$ cat src/logic/lin_rw_settings.svh
// linear scan-line sequencer settings: field widths, register map, mode bits, page limits
`ifndef LIN_RW_SETTINGS_SVH
`define LIN_RW_SETTINGS_SVH

`define LIN_ROW_W      15  // ddr3 row address
`define LIN_COL8_W     7   // column in bursts of 8
`define LIN_RC_W       22  // {row, col8}
`define LIN_XFER_W     6   // burst count per transfer, 0 is 64
`define LIN_FW_W       13  // window width in bursts
`define LIN_FH_W       16  // frame height in lines
`define LIN_FNUM_W     16  // frame counter
`define LIN_XPG_W      2   // extra pages field

`define LIN_REG_MODE   4'd0
`define LIN_REG_START  4'd2
`define LIN_REG_SIZE   4'd3
`define LIN_REG_LAST   4'd4
`define LIN_REG_FULLW  4'd5
`define LIN_REG_WH     4'd6
`define LIN_REG_X0Y0   4'd7

`define LIN_MODE_NRST     0   // channel out of reset when set
`define LIN_MODE_EN       1   // request enable
`define LIN_MODE_WR       2   // write to memory
`define LIN_MODE_XPG      3   // extra pages, LIN_XPG_W bits
`define LIN_MODE_RSTF     8   // restart frame ring
`define LIN_MODE_SINGLE   9   // arm one frame
`define LIN_MODE_REPEAT   10  // keep frames armed
`define LIN_MODE_DISNEED  11  // want only, never need

`define LIN_NEED_PAGES 3  // need raised from this page count
`define LIN_RD_PAGES   4  // free pages at frame start in read mode

`endif

$ cat src/logic/lin_rw_pkg.sv
// linear scan-line sequencer types shared between the register, frame, walker and request blocks
`include "lin_rw_settings.svh"

package lin_rw_pkg;

    typedef struct packed {
        logic                  chn_en;         // nrst and en both set
        logic                  chn_rst;        // nrst clear
        logic                  wr_mode;        // 1 memory write, 0 memory read
        logic [`LIN_XPG_W-1:0] extra_pages;    // client holds more than one page
        logic                  repeat_frames;
        logic                  disable_need;
    } lin_mode_t;

    typedef struct packed {
        logic [`LIN_FW_W:0]   full_width;  // line pitch, carry bit set when written as 0
        logic [`LIN_FW_W:0]   width;       // 0 written means max
        logic [`LIN_FH_W:0]   height;      // 0 written means max
        logic [`LIN_FW_W-1:0] x0;
        logic [`LIN_FH_W-1:0] y0;
    } lin_win_t;

    typedef struct packed {
        logic                 frame_go;    // accepted frame start pulse
        logic [`LIN_RC_W-1:0] start_addr;  // frame base {row,col8}
    } lin_frame_t;

    typedef struct packed {
        logic [`LIN_FW_W-1:0] frame_x;     // absolute column in bursts
        logic [`LIN_FH_W-1:0] frame_y;     // absolute line
        logic [`LIN_XFER_W:0] num;         // 1..64
        logic                 last_in_row;
        logic                 last_block;  // last transfer of the window already started
        logic                 pos_valid;
    } lin_pos_t;

    typedef struct packed {
        logic [2:0]             bank;
        logic [`LIN_ROW_W-1:0]  row;
        logic [`LIN_COL8_W-1:0] col;
        logic [`LIN_XFER_W-1:0] num;       // 0 means 64 bursts
    } lin_xfer_t;

endpackage

$ cat src/logic/lin_rw_regs.sv
// command register file: holds window and ring parameters, decodes mode word, makes control pulses
`timescale 1ns/100ps
`include "lin_rw_settings.svh"

module lin_rw_regs (
    input  logic                  mclk,
    input  logic                  mrst,
    input  logic                  cmd_we,
    input  logic [3:0]            cmd_addr,
    input  logic [31:0]           cmd_data,
    output lin_rw_pkg::lin_mode_t mode,
    output lin_rw_pkg::lin_win_t  win,
    output logic [`LIN_RC_W-1:0]  start_range,
    output logic [`LIN_RC_W-1:0]  frame_size,
    output logic [`LIN_FNUM_W-1:0] last_frame,
    output logic                  single_pulse,
    output logic                  rst_frame_pulse,
    output logic                  param_pulse
);
    logic wr_mode;
    logic wr_start;
    logic wr_size;
    logic wr_last;
    logic lsw_zero;
    logic msw_zero;

    assign wr_mode  = cmd_we && (cmd_addr == `LIN_REG_MODE);
    assign wr_start = cmd_we && (cmd_addr == `LIN_REG_START);
    assign wr_size  = cmd_we && (cmd_addr == `LIN_REG_SIZE);
    assign wr_last  = cmd_we && (cmd_addr == `LIN_REG_LAST);
    assign lsw_zero = ~|cmd_data[`LIN_FW_W-1:0];  // carry bit for width 0
    assign msw_zero = ~|cmd_data[31:16];          // carry bit for height 0

    always_ff @(posedge mclk) begin
        if (mrst) begin
            mode            <= '0;
            mode.chn_rst    <= 1'b1;  // channel held in reset until nrst written
            win             <= '0;
            start_range     <= '0;
            frame_size      <= '0;
            last_frame      <= '0;
            single_pulse    <= 1'b0;
            rst_frame_pulse <= 1'b0;
            param_pulse     <= 1'b0;
        end else begin
            single_pulse    <= wr_mode && cmd_data[`LIN_MODE_SINGLE];
            rst_frame_pulse <= (wr_mode && cmd_data[`LIN_MODE_RSTF]) || wr_start || wr_size || wr_last;
            param_pulse     <= cmd_we;  // any write restarts the recalculation
            if (wr_mode) begin
                mode.chn_en        <= cmd_data[`LIN_MODE_NRST] & cmd_data[`LIN_MODE_EN];
                mode.chn_rst       <= ~cmd_data[`LIN_MODE_NRST];
                mode.wr_mode       <= cmd_data[`LIN_MODE_WR];
                mode.extra_pages   <= cmd_data[`LIN_MODE_XPG +: `LIN_XPG_W];
                mode.repeat_frames <= cmd_data[`LIN_MODE_REPEAT];
                mode.disable_need  <= cmd_data[`LIN_MODE_DISNEED];
            end
            if (wr_start) begin
                start_range <= cmd_data[`LIN_RC_W-1:0];
                frame_size  <= `LIN_RC_W'(1);  // ring of one frame by default
            end else if (wr_size) begin
                frame_size  <= cmd_data[`LIN_RC_W-1:0];
            end
            if (wr_last)
                last_frame <= cmd_data[`LIN_FNUM_W-1:0];
            if (cmd_we && (cmd_addr == `LIN_REG_FULLW))
                win.full_width <= {lsw_zero, cmd_data[`LIN_FW_W-1:0]};
            if (cmd_we && (cmd_addr == `LIN_REG_WH)) begin
                win.width  <= {lsw_zero, cmd_data[`LIN_FW_W-1:0]};
                win.height <= {msw_zero, cmd_data[16 +: `LIN_FH_W]};
            end
            if (cmd_we && (cmd_addr == `LIN_REG_X0Y0)) begin
                win.x0 <= cmd_data[`LIN_FW_W-1:0];
                win.y0 <= cmd_data[16 +: `LIN_FH_W];
            end
        end
    end

endmodule

$ cat src/logic/lin_rw_frame_seq.sv
// frame sequencer: arms frames, counts the frame ring and steps the frame start address
`timescale 1ns/100ps
`include "lin_rw_settings.svh"

module lin_rw_frame_seq (
    input  logic                   mclk,
    input  logic                   mrst,
    input  lin_rw_pkg::lin_mode_t  mode,
    input  logic                   frame_start,
    input  logic                   single_pulse,
    input  logic                   rst_frame_pulse,
    input  logic [`LIN_RC_W-1:0]   start_range,
    input  logic [`LIN_RC_W-1:0]   frame_size,
    input  logic [`LIN_FNUM_W-1:0] last_frame,
    output lin_rw_pkg::lin_frame_t frame,
    output logic [`LIN_FNUM_W-1:0] frame_number
);
    logic                   frame_en;    // next frame_start accepted
    logic                   rst_d;       // ring reload one cycle after counter clear
    logic                   is_last;
    logic [`LIN_FNUM_W-1:0] frame_cnt;   // number the next frame gets
    logic [`LIN_RC_W-1:0]   next_start;  // base the next frame gets

    assign is_last = (frame_cnt == last_frame);

    always_ff @(posedge mclk) begin
        if (mrst) begin
            frame_en     <= 1'b0;
            rst_d        <= 1'b0;
            frame_cnt    <= '0;
            frame_number <= '0;
            next_start   <= '0;
            frame        <= '0;
        end else begin
            rst_d          <= rst_frame_pulse;
            frame.frame_go <= frame_start && frame_en;
            if (single_pulse || mode.repeat_frames)
                frame_en <= 1'b1;
            else if (frame_start)
                frame_en <= 1'b0;  // single frame consumed
            if (rst_frame_pulse) begin
                frame_cnt    <= '0;
                frame_number <= '0;
            end else if (frame.frame_go) begin
                frame_cnt    <= is_last ? '0 : frame_cnt + 1'b1;  // wrap after last_frame
                frame_number <= frame_cnt;
            end
            if (rst_d)
                next_start <= start_range;
            else if (frame.frame_go)
                next_start <= is_last ? start_range : next_start + frame_size;
            if (frame.frame_go)
                frame.start_addr <= next_start;
        end
    end

endmodule

$ cat src/logic/lin_rw_scan_walker.sv
// scan walker: steps x/y through the window and sizes each transfer of a window line
`timescale 1ns/100ps
`include "lin_rw_settings.svh"

module lin_rw_scan_walker (
    input  logic                   mclk,
    input  logic                   mrst,
    input  lin_rw_pkg::lin_mode_t  mode,
    input  lin_rw_pkg::lin_win_t   win,
    input  logic                   param_pulse,
    input  lin_rw_pkg::lin_frame_t frame,
    input  logic                   xfer_started,
    input  logic                   busy,
    output lin_rw_pkg::lin_pos_t   pos
);
    logic [`LIN_FW_W-1:0] curr_x;      // relative to window left
    logic [`LIN_FH_W-1:0] curr_y;      // relative to window top
    logic [`LIN_FW_W:0]   row_left;    // bursts left in the line
    logic [`LIN_FW_W-1:0] frame_x;
    logic [`LIN_FH_W-1:0] frame_y;
    logic                 last_row;
    logic                 last_block;
    logic                 vld;
    logic                 kill;        // position about to change
    logic [`LIN_XFER_W:0] num;
    logic                 last_in_row;

    assign kill = frame.frame_go | xfer_started | param_pulse | mode.chn_rst;

    always_ff @(posedge mclk) begin
        if (mrst || mode.chn_rst || frame.frame_go) begin
            curr_x <= '0;  // every frame starts top left
            curr_y <= '0;
        end else if (xfer_started) begin
            if (last_in_row) begin
                curr_x <= '0;
                curr_y <= curr_y + 1'b1;
            end else begin
                curr_x <= curr_x + {{(`LIN_FW_W-`LIN_XFER_W-1){1'b0}}, num};
            end
        end
    end

    always_ff @(posedge mclk) begin
        if (mrst) begin
            vld        <= 1'b0;
            last_block <= 1'b0;
        end else begin
            vld <= ~kill;
            if (mode.chn_rst || !busy || frame.frame_go)
                last_block <= 1'b0;
            else if (xfer_started)
                last_block <= last_row && last_in_row;  // window done once this one starts
        end
    end

    // recalculated every cycle from the current position
    always_ff @(posedge mclk) begin
        row_left <= win.width - {1'b0, curr_x};
        frame_x  <= curr_x + win.x0;
        frame_y  <= curr_y + win.y0;
        last_row <= ({1'b0, curr_y} + 1'b1) == win.height;
    end

    always_comb begin
        if (|row_left[`LIN_FW_W:`LIN_XFER_W])
            num = {1'b1, {`LIN_XFER_W{1'b0}}};  // capped at 64 bursts
        else
            num = row_left[`LIN_XFER_W:0];
        last_in_row     = (row_left == {{(`LIN_FW_W-`LIN_XFER_W){1'b0}}, num});
        pos.frame_x     = frame_x;
        pos.frame_y     = frame_y;
        pos.num         = num;
        pos.last_in_row = last_in_row;
        pos.last_block  = last_block;
        pos.pos_valid   = vld & ~kill;
    end

endmodule

$ cat src/logic/lin_rw_xfer_req.sv
// request stage: address pipeline, page throttling, want/need, start strobes and frame completion
`timescale 1ns/100ps
`include "lin_rw_settings.svh"

module lin_rw_xfer_req (
    input  logic                   mclk,
    input  logic                   mrst,
    input  lin_rw_pkg::lin_mode_t  mode,
    input  lin_rw_pkg::lin_win_t   win,
    input  lin_rw_pkg::lin_frame_t frame,
    input  lin_rw_pkg::lin_pos_t   pos,
    input  logic                   xfer_grant,
    input  logic                   xfer_done,
    input  logic                   next_page,
    output logic                   xfer_want,
    output logic                   xfer_need,
    output logic                   xfer_start_rd,
    output logic                   xfer_start_wr,
    output lin_rw_pkg::lin_xfer_t  xfer,
    output logic                   xfer_started,
    output logic                   busy,
    output logic                   frame_done,
    output logic                   frame_finished
);
    logic [`LIN_FH_W+`LIN_FW_W-3:0] mul_w;     // (y/8) * pitch
    logic [`LIN_RC_W-1:0]   mul_r;
    logic [`LIN_RC_W-1:0]   start_a;
    logic [`LIN_RC_W-1:0]   row_col;
    logic [`LIN_FW_W-1:0]   fx_a;
    logic [2:0]             bank_a;
    logic [2:0]             bank_b;
    logic [`LIN_XFER_W-1:0] num_a;
    logic [`LIN_XFER_W-1:0] num_b;
    logic [1:0]             addr_sr;           // pos_valid through mul and add stages
    logic                   addr_valid;
    logic                   pre_want;
    logic                   want_set;
    logic [2:0]             page_cnt;          // free pages in the client buffer
    logic [1:0]             pending;           // started, not yet done
    logic                   done_d;

    assign mul_w      = pos.frame_y[`LIN_FH_W-1:3] * win.full_width;
    assign addr_valid = addr_sr[1] & pos.pos_valid;
    assign pre_want   = mode.chn_en & busy & ~xfer_want & ~xfer_started & addr_valid
                        & ~pos.last_block;
    assign want_set   = pre_want && (page_cnt > {1'b0, mode.extra_pages});

    // address pipeline, multiply then add
    always_ff @(posedge mclk) begin
        mul_r   <= mul_w[`LIN_RC_W-1:0];
        start_a <= frame.start_addr;
        fx_a    <= pos.frame_x;
        bank_a  <= pos.frame_y[2:0];  // 8 lines interleave over banks
        num_a   <= pos.num[`LIN_XFER_W-1:0];
        row_col <= start_a + mul_r + {{(`LIN_RC_W-`LIN_FW_W){1'b0}}, fx_a};
        bank_b  <= bank_a;
        num_b   <= num_a;
        if (xfer_grant) begin
            xfer.bank <= bank_b;
            xfer.row  <= row_col[`LIN_RC_W-1:`LIN_COL8_W];
            xfer.col  <= row_col[`LIN_COL8_W-1:0];
            xfer.num  <= num_b;
        end
    end

    always_ff @(posedge mclk) begin
        if (mrst) begin
            addr_sr        <= '0;
            xfer_want      <= 1'b0;
            xfer_need      <= 1'b0;
            xfer_start_rd  <= 1'b0;
            xfer_start_wr  <= 1'b0;
            xfer_started   <= 1'b0;
            page_cnt       <= '0;
            pending        <= '0;
            done_d         <= 1'b0;
            busy           <= 1'b0;
            frame_done     <= 1'b0;
            frame_finished <= 1'b0;
        end else begin
            addr_sr       <= {addr_sr[0], pos.pos_valid};
            done_d        <= xfer_done;
            xfer_started  <= xfer_grant && !mode.chn_rst;
            xfer_start_rd <= xfer_grant && !mode.chn_rst && !mode.wr_mode;
            xfer_start_wr <= xfer_grant && !mode.chn_rst && mode.wr_mode;
            if (mode.chn_rst || xfer_grant)
                xfer_want <= 1'b0;
            else if (want_set)
                xfer_want <= 1'b1;
            if (mode.chn_rst || xfer_grant || mode.disable_need)
                xfer_need <= 1'b0;
            else if ((want_set || xfer_want) && (page_cnt >= `LIN_NEED_PAGES))
                xfer_need <= 1'b1;  // only alongside want
            if (frame.frame_go)
                page_cnt <= mode.wr_mode ? 3'd0 : 3'(`LIN_RD_PAGES);
            else if (xfer_started && !next_page)
                page_cnt <= page_cnt - 1'b1;
            else if (!xfer_started && next_page)
                page_cnt <= page_cnt + 1'b1;
            if (mode.chn_rst || !busy)
                pending <= '0;
            else if (xfer_started && !xfer_done)
                pending <= pending + 1'b1;
            else if (!xfer_started && xfer_done)
                pending <= pending - 1'b1;
            if (mode.chn_rst)
                busy <= 1'b0;
            else if (frame.frame_go)
                busy <= 1'b1;
            else if (frame_done)
                busy <= 1'b0;
            frame_done <= busy && pos.last_block && done_d && (pending == '0);
            if (mode.chn_rst || frame.frame_go)
                frame_finished <= 1'b0;
            else if (frame_done)
                frame_finished <= 1'b1;  // held until the next frame
        end
    end

endmodule

$ cat src/logic/lin_rw_top.sv
// linear scan-line sequencer top: register file, frame sequencer, scan walker and request stage
`timescale 1ns/100ps
`include "lin_rw_settings.svh"

module lin_rw_top (
    input  logic                   mclk,
    input  logic                   mrst,
    input  logic                   cmd_we,
    input  logic [3:0]             cmd_addr,
    input  logic [31:0]            cmd_data,
    input  logic                   frame_start,
    input  logic                   next_page,
    input  logic                   xfer_grant,
    input  logic                   xfer_done,
    output logic                   xfer_want,
    output logic                   xfer_need,
    output logic                   xfer_start_rd,
    output logic                   xfer_start_wr,
    output lin_rw_pkg::lin_xfer_t  xfer,
    output logic [`LIN_FNUM_W-1:0] frame_number,
    output logic                   frame_done,
    output logic                   frame_finished
);
    lin_rw_pkg::lin_mode_t  mode;
    lin_rw_pkg::lin_win_t   win;
    lin_rw_pkg::lin_frame_t frame;
    lin_rw_pkg::lin_pos_t   pos;
    logic [`LIN_RC_W-1:0]   start_range;
    logic [`LIN_RC_W-1:0]   frame_size;
    logic [`LIN_FNUM_W-1:0] last_frame;
    logic                   single_pulse;
    logic                   rst_frame_pulse;
    logic                   param_pulse;
    logic                   xfer_started;
    logic                   busy;

    lin_rw_regs i_regs (
        .mclk(mclk), .mrst(mrst), .cmd_we(cmd_we), .cmd_addr(cmd_addr), .cmd_data(cmd_data),
        .mode(mode), .win(win), .start_range(start_range), .frame_size(frame_size),
        .last_frame(last_frame), .single_pulse(single_pulse),
        .rst_frame_pulse(rst_frame_pulse), .param_pulse(param_pulse)
    );

    lin_rw_frame_seq i_frame_seq (
        .mclk(mclk), .mrst(mrst), .mode(mode), .frame_start(frame_start),
        .single_pulse(single_pulse), .rst_frame_pulse(rst_frame_pulse),
        .start_range(start_range), .frame_size(frame_size), .last_frame(last_frame),
        .frame(frame), .frame_number(frame_number)
    );

    lin_rw_scan_walker i_walker (
        .mclk(mclk), .mrst(mrst), .mode(mode), .win(win), .param_pulse(param_pulse),
        .frame(frame), .xfer_started(xfer_started), .busy(busy), .pos(pos)
    );

    lin_rw_xfer_req i_xfer_req (
        .mclk(mclk), .mrst(mrst), .mode(mode), .win(win), .frame(frame), .pos(pos),
        .xfer_grant(xfer_grant), .xfer_done(xfer_done), .next_page(next_page),
        .xfer_want(xfer_want), .xfer_need(xfer_need), .xfer_start_rd(xfer_start_rd),
        .xfer_start_wr(xfer_start_wr), .xfer(xfer), .xfer_started(xfer_started),
        .busy(busy), .frame_done(frame_done), .frame_finished(frame_finished)
    );

endmodule

$ cat config.mk
export PLATFORM = sky130hd
export DESIGN_NAME = lin_rw_top
export DESIGN_NICKNAME = d
export VERILOG_FILES = /design/src/logic/lin_rw_pkg.sv /design/src/logic/lin_rw_regs.sv /design/src/logic/lin_rw_frame_seq.sv /design/src/logic/lin_rw_scan_walker.sv /design/src/logic/lin_rw_xfer_req.sv /design/src/logic/lin_rw_top.sv
export VERILOG_INCLUDE_DIRS = /design/src /design/src/logic
export SDC_FILE = /design/constraint.sdc
export NUM_CORES = 1
export LEC_CHECK = 0
export BUFFER_PORTS_ARGS = -buffer_cell sky130_fd_sc_hd__clkbuf_2
export CAP_MARGIN = 10
export CORE_MARGIN = 2
export CORE_UTILIZATION = 40
export CTS_CLUSTER_DIAMETER = 60
export DETAILED_ROUTE_END_ITERATION = 8
export HOLD_SLACK_MARGIN = 0.12
export PLACE_DENSITY_LB_ADDON = 0.08
export SLEW_MARGIN = 20
export SYNTH_ARGS = -nofsm -noshare
export SYNTH_HDL_FRONTEND = slang
export SYNTH_SLANG_ARGS = --single-unit
$ cat constraint.sdc
create_clock -name mclk -period 5.66 [get_ports mclk]
set_input_delay 1.698 -clock mclk [delete_from_list [all_inputs] [get_ports mclk]]
set_output_delay 1.698 -clock mclk [all_outputs]
set_load 0.02 [all_outputs]
**After elaboration in Yosys (flattened, before gate mapping)**

Cells that the tools add are included.

- Flip-flop bits (word level): 442
- Word-level logic and storage cells: 180

- $add $sub $neg: 14
- Multipliers: 1
- Order comparisons: 2
- Eq/ne operators: 9
- Multiplexer cells: 18
- Bitwise operators: 16
- Reductions and logical operators: 63

Operators with widths:

| kind | number |
|---|---|
| 22-bit 2-to-1 mux | 3 |
| 22-bit adder | 2 |
| 16-bit by 1-bit adder with 16-bit output (second input constant) | 2 |
| 1-bit logical AND | 23 |
| 22-bit by 13-bit adder with 22-bit output | 1 |
| 13-bit by 14-bit multiplier with 22-bit output | 1 |
| 16-bit by 1-bit adder with 17-bit output (second input constant) | 1 |
| 17-bit == test | 1 |
| 16-bit adder | 1 |
| 16-bit == test | 1 |
| 4-bit by 3-bit == test with 1-bit output (second input constant) | 4 |
| 16-bit 2-to-1 mux | 1 |
| 16-bit OR reduction | 1 |
| 2-bit OR reduction | 8 |
| 14-bit by 7-bit == test with 1-bit output | 1 |
| 14-bit by 13-bit subtractor with 14-bit output | 1 |
| 13-bit adder | 1 |
| 13-bit by 7-bit adder with 13-bit output | 1 |
| 13-bit 2-to-1 mux | 1 |
| 13-bit OR reduction | 1 |
| 1-bit logical OR | 12 |
| 3-bit 2-to-1 mux | 4 |
| 2-bit nonzero test | 5 |
| 1-bit AND | 8 |
| 18 further kinds | 38 |

**Logic depth before layout (Yosys ltp)**

Gate-level depths: netlist (run 1).

- Word-level depth: 11
- Mapped depth: 21

**Hierarchy**

Synthesis (run 1) repeated with hierarchy kept, for this count alone.

- Cells, all modules: 2771
- Area, all modules: 25365.6 sq um

Modules (own cells, without submodules):

| module | instances | cells an instance | area each (sq um) | sequential area each (sq um) |
|---|---|---|---|---|
| lin_rw_xfer_req | 1 | 984 | 10209.8 | 3193.1 |
| lin_rw_regs | 1 | 681 | 5652.9 | 2882.8 |
| lin_rw_scan_walker | 1 | 591 | 5026.1 | 1501.4 |
| lin_rw_frame_seq | 1 | 515 | 4476.8 | 1581.5 |

**Least setup slack after synthesis (run 1)**

No wires, ideal clock.

- Path type: register to register
- Start point: register, netlist name i_regs.win[62]
- End point: register i_xfer_req.mul_r[17]
- Library setup time: 0.119 ns
- Data arrival time: 4.924 ns
- Setup slack: 0.616 ns
- Cell stages (with the launch flop): 19
- Period minus slack after synthesis: 5.044 ns
- Path through: dfxtp_1 > clkbuf_1 > nand2_1 > fa_1 > fa_1 > inv_1 > fa_1 > fa_1 > inv_1 > fa_1 > inv_1 > ha_1 > and3_1 > o311a_1 > nor2_1 > a211o_1 > o21ba_2 > o21ba_2 > xnor2_1

- Word-level cells in the longest chain between the ends: 1

RTL lines:

| element | line | RTL |
|---|---|---|
| 13-bit by 14-bit multiplier with 22-bit output | lin_rw_xfer_req.sv:42 | `` assign mul_w = pos.frame_y[`LIN_FH_W-1:3] * win.full_width; `` |
| net i_xfer_req.mul_w[17] | lin_rw_xfer_req.sv:25 | `` logic [`LIN_FH_W+`LIN_FW_W-3:0] mul_w; `` |
| end signal: assignment | lin_rw_xfer_req.sv:50 | `` mul_r <= mul_w[`LIN_RC_W-1:0]; `` |
| end: declaration | lin_rw_xfer_req.sv:26 | `` logic [`LIN_RC_W-1:0] mul_r; `` |

The timed path passes the listed nets, and every way through them passes these cells.
A chain may end at the register's enable or synchronous reset.

**Worst setup path in the final report (run 1)**

- Start point: register, netlist name i_regs.win[67]
- End point: register i_xfer_req.mul_r[17]

- Word-level cells in the longest chain between the ends: 1

RTL lines:

| element | line |
|---|---|
| 13-bit by 14-bit multiplier with 22-bit output | lin_rw_xfer_req.sv:42 |
| net i_xfer_req.mul_w[17] | lin_rw_xfer_req.sv:25 |

The timed path passes the listed nets, and every way through them passes these cells.

==> flow_results.xml, run 1 <==
<?xml version="1.0" encoding="UTF-8"?>
<metrics>
  <group name="place">
    <metric name="gp_routability_congestion" unit="">0.8346</metric>
    <metric name="pre_cts_ws" unit="ps">168.0</metric>
    <metric name="dpl.hpwl" unit="um">44950</metric>
    <metric name="io_buffers" unit="">95</metric>
  </group>
  <group name="timing">
    <metric name="final_period_minus_worst_setup_slack" unit="ps">5401</metric>
    <metric name="rsz0062_at_grt" unit="">no</metric>
    <metric name="tns" unit="ps">0</metric>
    <metric name="timing.final.crit_share" unit="">0.9543</metric>
    <metric name="hold_viol" unit="">0</metric>
    <metric name="timing.max_slew.rel_slack" unit="">0.2819</metric>
    <metric name="post-route-worst-setup-slack" unit="ps">258.7</metric>
    <metric name="setup_viol" unit="">0</metric>
    <metric name="finalClockSkew" unit="ps">23.82</metric>
    <metric name="max_clock_freq" unit="GHz">0.1851</metric>
    <metric name="timing_max_transition_violations_final" unit="">0</metric>
    <metric name="tightest_slew" unit="ps">1074</metric>
  </group>
  <group name="global_routing">
    <metric name="grt_remaining_overflow" unit="">0</metric>
    <metric name="grt_antenna_before_repair" unit="">5</metric>
    <metric name="grt_first_pass_wirelength" unit="um">97370</metric>
    <metric name="grt_pass1_vias" unit="">17770</metric>
    <metric name="grt_start_max_net_pins" unit="">70</metric>
    <metric name="groute.usage.overall" unit="">0.1972</metric>
  </group>
  <group name="synth">
    <metric name="ys_dominant_reg_cell" unit="">sky130_fd_sc_hd__dfxtp_1</metric>
    <metric name="syn-instance-count" unit="">2657</metric>
    <metric name="async_flop_share" unit="">0</metric>
    <metric name="syn-mean-instance-area" unit="sq um">9.014</metric>
    <metric name="postSynthNetCount" unit="">2996</metric>
    <metric name="synth_edf_count" unit="">31</metric>
    <metric name="yosysSeqAreaShare" unit="">0.3824</metric>
    <metric name="synth_cell_type_count" unit="">71</metric>
    <metric name="synth-warning-count" unit="">0</metric>
    <metric name="netlist_area" unit="sq mm">0.02395</metric>
    <metric name="ys_seq_elements" unit="">442</metric>
  </group>
  <group name="finish">
    <metric name="area_growth" unit="%">12.56</metric>
    <metric name="nFillCells" unit="">5758</metric>
    <metric name="layout.cells.most_common" unit="">sky130_fd_sc_hd__nand2_1</metric>
    <metric name="proportion_of_layout_cells_with_a_drive_suffix_above_1" unit="">0.08566</metric>
    <metric name="total_area_of_multi_input_combinational_cells" unit="sq mm">0.01342</metric>
    <metric name="final_cell_mix" unit="">440 x sky130_fd_sc_hd__nand2_1, 408 x sky130_fd_sc_hd__dfxtp_1, 246 x sky130_fd_sc_hd__inv_1</metric>
    <metric name="regArea" unit="sq mm">0.009163</metric>
    <metric name="fin_nets" unit="">3052</metric>
  </group>
  <group name="clock_network">
    <metric name="postCtsSetupBuffers" unit="">0</metric>
    <metric name="clk_pin_slew" unit="ps">60</metric>
    <metric name="clock_insertion_delay_worst_skew" unit="ps">590</metric>
    <metric name="tritoncts" unit="">built</metric>
    <metric name="cts_sinks" unit="">442</metric>
    <metric name="htree_num_levels" unit="">2</metric>
    <metric name="cts-root-buf" unit="">sky130_fd_sc_hd__clkbuf_16</metric>
    <metric name="tritoncts.num_buffers" unit="">50</metric>
    <metric name="cts_max_path_buffers" unit="">3</metric>
  </group>
  <group name="status">
    <metric name="run_status" unit="">finished with violations</metric>
    <metric name="violations_in_the_final_reports" unit="">DRC</metric>
  </group>
  <group name="run">
    <metric name="cap_violations" unit="">0</metric>
  </group>
  <group name="floorplanning">
    <metric name="fp.dieArea" unit="sq mm">0.06185</metric>
    <metric name="die-width" unit="um">248.7</metric>
    <metric name="starting_utilization_of_the_core_area" unit="">0.4050</metric>
    <metric name="core_box_area" unit="sq mm">0.05913</metric>
    <metric name="top_level_ports" unit="">96</metric>
    <metric name="die_h" unit="um">248.7</metric>
    <metric name="row_count" unit="">89</metric>
  </group>
  <group name="route">
    <metric name="detail_route.vias_per_cell" unit="">4.971</metric>
    <metric name="detailroute.via_count" unit="">17540</metric>
    <metric name="number_of_routed_nets_with_antenna_violations" unit="">0</metric>
    <metric name="drt_total_wl" unit="um">60690</metric>
    <metric name="drc" unit="">2</metric>
    <metric name="detail_route.wl_per_cell" unit="um">17.20</metric>
    <metric name="detail_route.first_pass.iterations" unit="">9</metric>
    <metric name="detailedRoute.firstIterationViolations" unit="">974</metric>
  </group>
  <group name="worst_setup_path">
    <metric name="setup.worst_path.start_class" unit="">flip-flop</metric>
    <metric name="crit_chain" unit="">nand2_1 &gt; fa_1 &gt; fa_1 &gt; inv_1 &gt; fa_1 &gt; fa_1 &gt; inv_1 &gt; fa_1 &gt; inv_1 &gt; ha_1 &gt; and3_1 &gt; o311a_1 &gt; nor2_1 &gt; a211o_1 &gt; o21ba_2 &gt; o21ba_2 &gt; xnor2_1</metric>
    <metric name="critPathSlowestCell" unit="">sky130_fd_sc_hd__dfxtp_1</metric>
    <metric name="worstPathRequired" unit="ps">6120</metric>
    <metric name="cpMostUsedCell" unit="">sky130_fd_sc_hd__fa_1</metric>
    <metric name="worst_path_largest_cell_delay" unit="ps">700</metric>
    <metric name="worst-path-max-fanout" unit="">14</metric>
    <metric name="arrival_time_worst_endpoint" unit="ps">5860</metric>
    <metric name="setup.worst_path.class" unit="">flip-flop to flip-flop</metric>
    <metric name="crit_path_end_kind" unit="">flip-flop</metric>
  </group>
  <group name="power">
    <metric name="power.static_leakage" unit="nW">11.48</metric>
    <metric name="power_density" unit="mW/mm^2">257.1</metric>
    <metric name="worst_ir_drop_vdd" unit="mV">0.2611</metric>
  </group>
  <group name="worst_hold_path">
    <metric name="worst_hold_path_type" unit="">flip-flop to flip-flop</metric>
  </group>
</metrics>
==> flip-flops by register name (all words and copies together) (netlist names), 3 cells and up <==
signal,flops
i_xfer_req.xfer,31
i_xfer_req.mul_r,22
i_xfer_req.start_a,22
i_regs.win,74
i_regs.mode,7
i_xfer_req.row_col,22
i_xfer_req.fx_a,13
i_regs.frame_size,22
i_frame_seq.frame_number,16
i_walker.curr_x,13
i_frame_seq.frame_cnt,16
i_xfer_req.num_a,6
i_xfer_req.bank_a,3
i_xfer_req.num_b,6
i_xfer_req.page_cnt,3
i_frame_seq.frame,23
i_walker.curr_y,16
i_frame_seq.next_start,22
i_xfer_req.bank_b,3
i_walker.frame_x,13
i_regs.start_range,22
i_walker.frame_y,16
i_walker.row_left,14
i_regs.last_frame,16
==> cell families (layout without fill, tap and decap cells) <==
family	Yosys count	after routing	synth area share
other	0	1	0
multiplexers	57	57	0.02388
flip-flops	442	442	0.3824
adder cells (fa/ha/maj)	296	296	0.1998
AO/OA/AOI/OAI	389	389	0.09723
buffers and inverters	365	463	0.05804
AND/OR/NAND/NOR	931	931	0.1739
XOR/XNOR	177	177	0.06473
==> repair_timing <==
action / CTS / global route
gates resized for setup: 0 / 3
endpoints found under the hold margin: 0 / 0
endpoints found under the setup margin: 0 / 5
hold buffers: 0 / 0
==> final cells by class <==
| cell class | count | share of cell area |
|---|---|---|
| Sequential cell | 442 | 0.3399 |
| Inverter | 246 | 0.03425 |
| Tap cell | 773 | 0.03588 |
| Clock buffer | 72 | 0.05663 |
| Antenna cell | 1 | 0.00009283 |
| Clock inverter | 22 | 0.009654 |
| Timing Repair Buffer | 123 | 0.02581 |
| Multi-Input combinational cell | 1850 | 0.4978 |
==> cells in the mapped netlist, types with 14 or more instances <==
library cell	instances	area, sq um
sky130_fd_sc_hd__nand2_1	440	1652
sky130_fd_sc_hd__dfxtp_1	411	8228
sky130_fd_sc_hd__inv_1	246	923.4
sky130_fd_sc_hd__a21oi_1	218	1091
sky130_fd_sc_hd__nor2_1	199	747.0
sky130_fd_sc_hd__ha_1	152	1902
sky130_fd_sc_hd__fa_1	144	2883
sky130_fd_sc_hd__xnor2_1	114	998.5
sky130_fd_sc_hd__clkbuf_1	103	386.6
sky130_fd_sc_hd__and2_1	97	606.8
sky130_fd_sc_hd__xor2_1	63	551.8
sky130_fd_sc_hd__mux2i_1	56	560.5
sky130_fd_sc_hd__nand3_1	52	260.3
sky130_fd_sc_hd__o21ai_0	46	230.2
sky130_fd_sc_hd__edfxtp_1	31	930.9
sky130_fd_sc_hd__nor3_1	30	150.1
sky130_fd_sc_hd__a21o_1	21	157.7
sky130_fd_sc_hd__a211oi_1	20	150.1
sky130_fd_sc_hd__nor2b_1	19	118.9
sky130_fd_sc_hd__and3_1	18	112.6
sky130_fd_sc_hd__nand4_1	14	87.58
sky130_fd_sc_hd__nor4_1	14	87.58
sky130_fd_sc_hd__or3_1	14	87.58
==> power breakdown <==
| group | total, mW | leakage (nW) | internal (mW) | switching (mW) |
|---|---|---|---|---|
| Combinational | 0.305 | 6.97 | 0.0904 | 0.214 |
| Clock | 3.41 | 0.876 | 2.07 | 1.34 |
| Sequential | 3.22 | 3.64 | 3.19 | 0.0278 |
==> worst paths after layout <==
path                                                      to                   startpoint  slack [ps]  cells after the start
worst max-delay path            i_xfer_req.mul_r[17]$_DFF_P_  i_regs.win[67]$_SDFFE_PP0P_         260                     17
worst min-delay path              i_xfer_req.fx_a[3]$_DFF_P_  i_walker.frame_x[3]$_DFF_P_         320                      0
worst max register to register  i_xfer_req.mul_r[17]$_DFF_P_  i_regs.win[67]$_SDFFE_PP0P_         260                     17
worst min register to register    i_xfer_req.fx_a[3]$_DFF_P_  i_walker.frame_x[3]$_DFF_P_         320                      0
==> critical path, delay by kind of cell (launching register included) <==
family / cells / cell delay, ps
DFF: 1 / 700
and+or+nand+nor: 3 / 390
buffers and inverters: 3 / 160
AOI/OAI and AO/OA: 4 / 910
xor gates and xnor gates: 1 / 120
adders and majority gates: 6 / 2990
==> routing by layer <==
layer | track usage | vias up | share of wire
li1 | - | 8743 | -
met1 | 0.2667 | 8340 | 0.48
met2 | 0.3237 | 362 | 0.45
met3 | 0.03302 | 95 | 0.047
met4 | 0.05957 | 2 | 0.027
met5 | 0 | - | 0.00025
==> through the flow <==
| step | utilization | instances | power (mW) | hold WS [ps] | instance area, sq um |
|---|---|---|---|---|---|
| 3_3_place_gp | 0.4252 | 3433 | 3.588 | 311.9 | 25140 |
| 6_report | 0.4559 | 3529 | 6.931 | 323.7 | 26960 |
| 5_1_grt | 0.4559 | 3528 | 7.176 | 331.8 | 26950 |
| 4_1_cts | 0.4554 | 3527 | 7.027 | 324.6 | 26930 |
| 3_5_place_dp | 0.4252 | 3433 | 3.591 | 312.1 | 25140 |
| 2_1_floorplan | - | 2657 | 3.465 | 309.6 | 23950 |
Power figures use the tool's default switching activity.
==> inputs of run 2 (changes only) <==
Clock period 5.66 ns to 6.9 ns, I/O delays scaled along.
==> flow_results.xml, run 2 (synthesized netlist as in run 1, its figures left out) <==
<?xml version="1.0" encoding="UTF-8"?>
<metrics>
  <group name="floorplanning">
    <metric name="row_count" unit="">89</metric>
    <metric name="top_level_ports" unit="">96</metric>
    <metric name="die_h" unit="um">248.7</metric>
    <metric name="fp.dieArea" unit="sq mm">0.06185</metric>
    <metric name="die-width" unit="um">248.7</metric>
    <metric name="starting_utilization_of_the_core_area" unit="">0.4050</metric>
    <metric name="core_box_area" unit="sq mm">0.05913</metric>
  </group>
  <group name="clock_network">
    <metric name="cts_sinks" unit="">442</metric>
    <metric name="postCtsSetupBuffers" unit="">0</metric>
    <metric name="tritoncts.num_buffers" unit="">50</metric>
    <metric name="number_of_buffers_inserted_for_hold_repair_after_clock_tree_synthesis" unit="">0</metric>
    <metric name="clock_insertion_delay_worst_skew" unit="ps">610</metric>
    <metric name="cts-root-buf" unit="">sky130_fd_sc_hd__clkbuf_16</metric>
    <metric name="cts-resized-gates" unit="">0</metric>
    <metric name="htree_num_levels" unit="">2</metric>
    <metric name="tritoncts" unit="">built</metric>
    <metric name="clk_pin_slew" unit="ps">60</metric>
    <metric name="cts_max_path_buffers" unit="">3</metric>
  </group>
  <group name="worst_setup_path">
    <metric name="arrival_time_worst_endpoint" unit="ps">5920</metric>
    <metric name="worstPathRequired" unit="ps">7400</metric>
    <metric name="worst-path-max-fanout" unit="">14</metric>
    <metric name="worst_case_reg_to_reg_path_depth" unit="">17</metric>
    <metric name="setup.worst_path.start_class" unit="">flip-flop</metric>
    <metric name="ff2ff_setup_slack" unit="ps">1480</metric>
    <metric name="crit-reg2reg-capture" unit="">i_xfer_req.mul_r[19]$_DFF_P_</metric>
    <metric name="regToRegStartpoint" unit="">i_regs.win[62]$_SDFFE_PP0P_</metric>
    <metric name="crit_path_end_kind" unit="">flip-flop</metric>
    <metric name="setup.worst_path.class" unit="">flip-flop to flip-flop</metric>
  </group>
  <group name="worst_hold_path">
    <metric name="worst_hold_path_type" unit="">flip-flop to flip-flop</metric>
    <metric name="holdPathStages" unit="">0</metric>
    <metric name="hp-start" unit="">i_walker.frame_x[3]$_DFF_P_</metric>
    <metric name="hold_end" unit="">i_xfer_req.fx_a[3]$_DFF_P_</metric>
  </group>
  <group name="finish">
    <metric name="final_util" unit="">0.4513</metric>
    <metric name="area_growth" unit="%">11.42</metric>
    <metric name="layout_top_registers" unit="">i_regs.win x74, i_xfer_req.xfer x31, i_frame_seq.frame x23</metric>
    <metric name="nFillCells" unit="">5794</metric>
    <metric name="proportion_of_layout_cells_with_a_drive_suffix_above_1" unit="">0.07740</metric>
    <metric name="final_cell_mix" unit="">440 x sky130_fd_sc_hd__nand2_1, 410 x sky130_fd_sc_hd__dfxtp_1, 246 x sky130_fd_sc_hd__inv_1</metric>
    <metric name="max_flop_register" unit="">i_regs.win</metric>
    <metric name="largest_register_ffs" unit="">74</metric>
    <metric name="layout.cells.most_common" unit="">sky130_fd_sc_hd__nand2_1</metric>
    <metric name="fin_nets" unit="">3036</metric>
    <metric name="layoutNonFillerInstCount" unit="">3513</metric>
  </group>
  <group name="place">
    <metric name="io_buffers" unit="">95</metric>
    <metric name="gp_routability_congestion" unit="">0.8107</metric>
    <metric name="placed_instances" unit="">3418</metric>
    <metric name="dpl.hpwl" unit="um">44580</metric>
  </group>
  <group name="route">
    <metric name="drc" unit="">0</metric>
    <metric name="detail_route.wirelength.met1" unit="um">29290</metric>
    <metric name="wl_met2" unit="um">26980</metric>
    <metric name="drt_total_wl" unit="um">60240</metric>
    <metric name="detail_route.first_pass.iterations" unit="">7</metric>
    <metric name="detail_route.wl_per_cell" unit="um">17.15</metric>
    <metric name="routed.top_layer" unit="">met5</metric>
    <metric name="number_of_routed_nets_with_antenna_violations" unit="">0</metric>
    <metric name="detailedRoute.firstIterationViolations" unit="">781</metric>
    <metric name="detailroute.via_count" unit="">17220</metric>
    <metric name="met3_length" unit="um">2359</metric>
    <metric name="detail_route.vias_per_cell" unit="">4.902</metric>
  </group>
  <group name="status">
    <metric name="run_status" unit="">finished clean</metric>
  </group>
  <group name="global_routing">
    <metric name="grt_pass1_vias" unit="">17570</metric>
    <metric name="groute.usage.overall" unit="">0.1967</metric>
    <metric name="grt_start_max_net_pins" unit="">96</metric>
    <metric name="grt_remaining_overflow" unit="">0</metric>
    <metric name="grt_first_pass_wirelength" unit="um">97010</metric>
    <metric name="grt_antenna_before_repair" unit="">4</metric>
  </group>
  <group name="timing">
    <metric name="max_clock_freq" unit="GHz">0.1845</metric>
    <metric name="tightest_slew" unit="ps">1106</metric>
    <metric name="tns" unit="ps">0</metric>
    <metric name="final_period_minus_worst_setup_slack" unit="ps">5419</metric>
    <metric name="rsz0062_at_grt" unit="">no</metric>
    <metric name="finalClockSkew" unit="ps">45.84</metric>
    <metric name="timing.max_slew.rel_slack" unit="">0.2618</metric>
    <metric name="hold_viol" unit="">0</metric>
    <metric name="timing.final.crit_share" unit="">0.7854</metric>
    <metric name="setup_viol" unit="">0</metric>
    <metric name="timing_max_transition_violations_final" unit="">0</metric>
  </group>
  <group name="power">
    <metric name="power_density" unit="mW/mm^2">206.8</metric>
    <metric name="power.static_leakage" unit="nW">11.34</metric>
    <metric name="worst_ir_drop_vdd" unit="mV">0.1719</metric>
  </group>
  <group name="run">
    <metric name="cap_violations" unit="">0</metric>
  </group>
</metrics>
==> run 2: changes by cell type in the layout (fill, tap and decap cells not counted), sizes merged <==
cell,before,now
buf,29,13
bufinv,4,3
clkbuf,166,161
clkinv,12,19
clkinvlp,4,1
inv,248,250
==> run 2: routing by layer <==
metal | vias to the layer above | GRT usage
li1 | 8711 | -
met1 | 8123 | 0.2706
met2 | 292 | 0.3181
met3 | 91 | 0.03312
met4 | 2 | 0.05680
met5 | - | 0
==> run 2: how the worst max path moves through the flow <==
stage / from / end / slack (ps) / cells past startpoint
global route: i_regs.win[60]$_SDFFE_PP0P_ / i_xfer_req.mul_r[19]$_DFF_P_ / 1180 / 17
detailed placement: i_regs.win[62]$_SDFFE_PP0P_ / i_xfer_req.mul_r[19]$_DFF_P_ / 1460 / 17
global placement: i_regs.win[62]$_SDFFE_PP0P_ / i_xfer_req.mul_r[17]$_DFF_P_ / 1550 / 17
finish: i_regs.win[62]$_SDFFE_PP0P_ / i_xfer_req.mul_r[19]$_DFF_P_ / 1480 / 17
floorplan: i_regs.win[62]$_SDFFE_PP0P_ / i_xfer_req.mul_r[17]$_DFF_P_ / 1860 / 18
CTS: i_regs.win[62]$_SDFFE_PP0P_ / i_xfer_req.mul_r[19]$_DFF_P_ / 1450 / 17
==> run 2: critical path, stage by stage (launching register included) <==
cell and delay [ps]:
sky130_fd_sc_hd__dfxtp_1 610, sky130_fd_sc_hd__nand2_1 150, sky130_fd_sc_hd__fa_1 530, sky130_fd_sc_hd__fa_1 550, sky130_fd_sc_hd__inv_1 60, sky130_fd_sc_hd__fa_1 520
sky130_fd_sc_hd__fa_1 550, sky130_fd_sc_hd__inv_1 60, sky130_fd_sc_hd__fa_1 530, sky130_fd_sc_hd__inv_1 40, sky130_fd_sc_hd__ha_1 380, sky130_fd_sc_hd__and3_1 190
sky130_fd_sc_hd__o311a_1 190, sky130_fd_sc_hd__nor2_1 60, sky130_fd_sc_hd__a211o_1 310, sky130_fd_sc_hd__o21ba_2 230, sky130_fd_sc_hd__o21ai_0 210, sky130_fd_sc_hd__xor2_1 160
==> run 2: stage by stage <==
step | total power [mW] | worst slack [ps] | hold WS, ps | cell area (sq um)
2_1_floorplan | 2.842 | 1856 | 309.6 | 23950
3_3_place_gp | 2.941 | 1547 | 310.0 | 25030
3_5_place_dp | 2.943 | 1458 | 312.1 | 25030
4_1_cts | 5.593 | 1453 | 322.4 | 26670
5_1_grt | 5.731 | 1181 | 326.5 | 26680
6_report | 5.518 | 1481 | 321.2 | 26680
==> run 2: report_power, final <==
part / switching [mW] / leakage, nW / internal, mW
registers: 0.0247 / 3.64 / 2.62
logic: 0.171 / 6.89 / 0.0725
clock network: 1.10 / 0.816 / 1.53
total: 1.30 / 11.3 / 4.22
==> run 2: cell type report <==
class / count / area [sq um] / share of cell area
well taps: 773 / 967.2 / 0.03625
clock buffers: 67 / 1385 / 0.05191
multi-input cells: 1850 / 13420 / 0.5030
diodes: 1 / 2.502 / 0.00009378
clock inverters: 27 / 255.2 / 0.009566
repair buffers: 107 / 568.0 / 0.02129
inverters: 246 / 923.4 / 0.03461
flip-flops and latches: 442 / 9160 / 0.3433
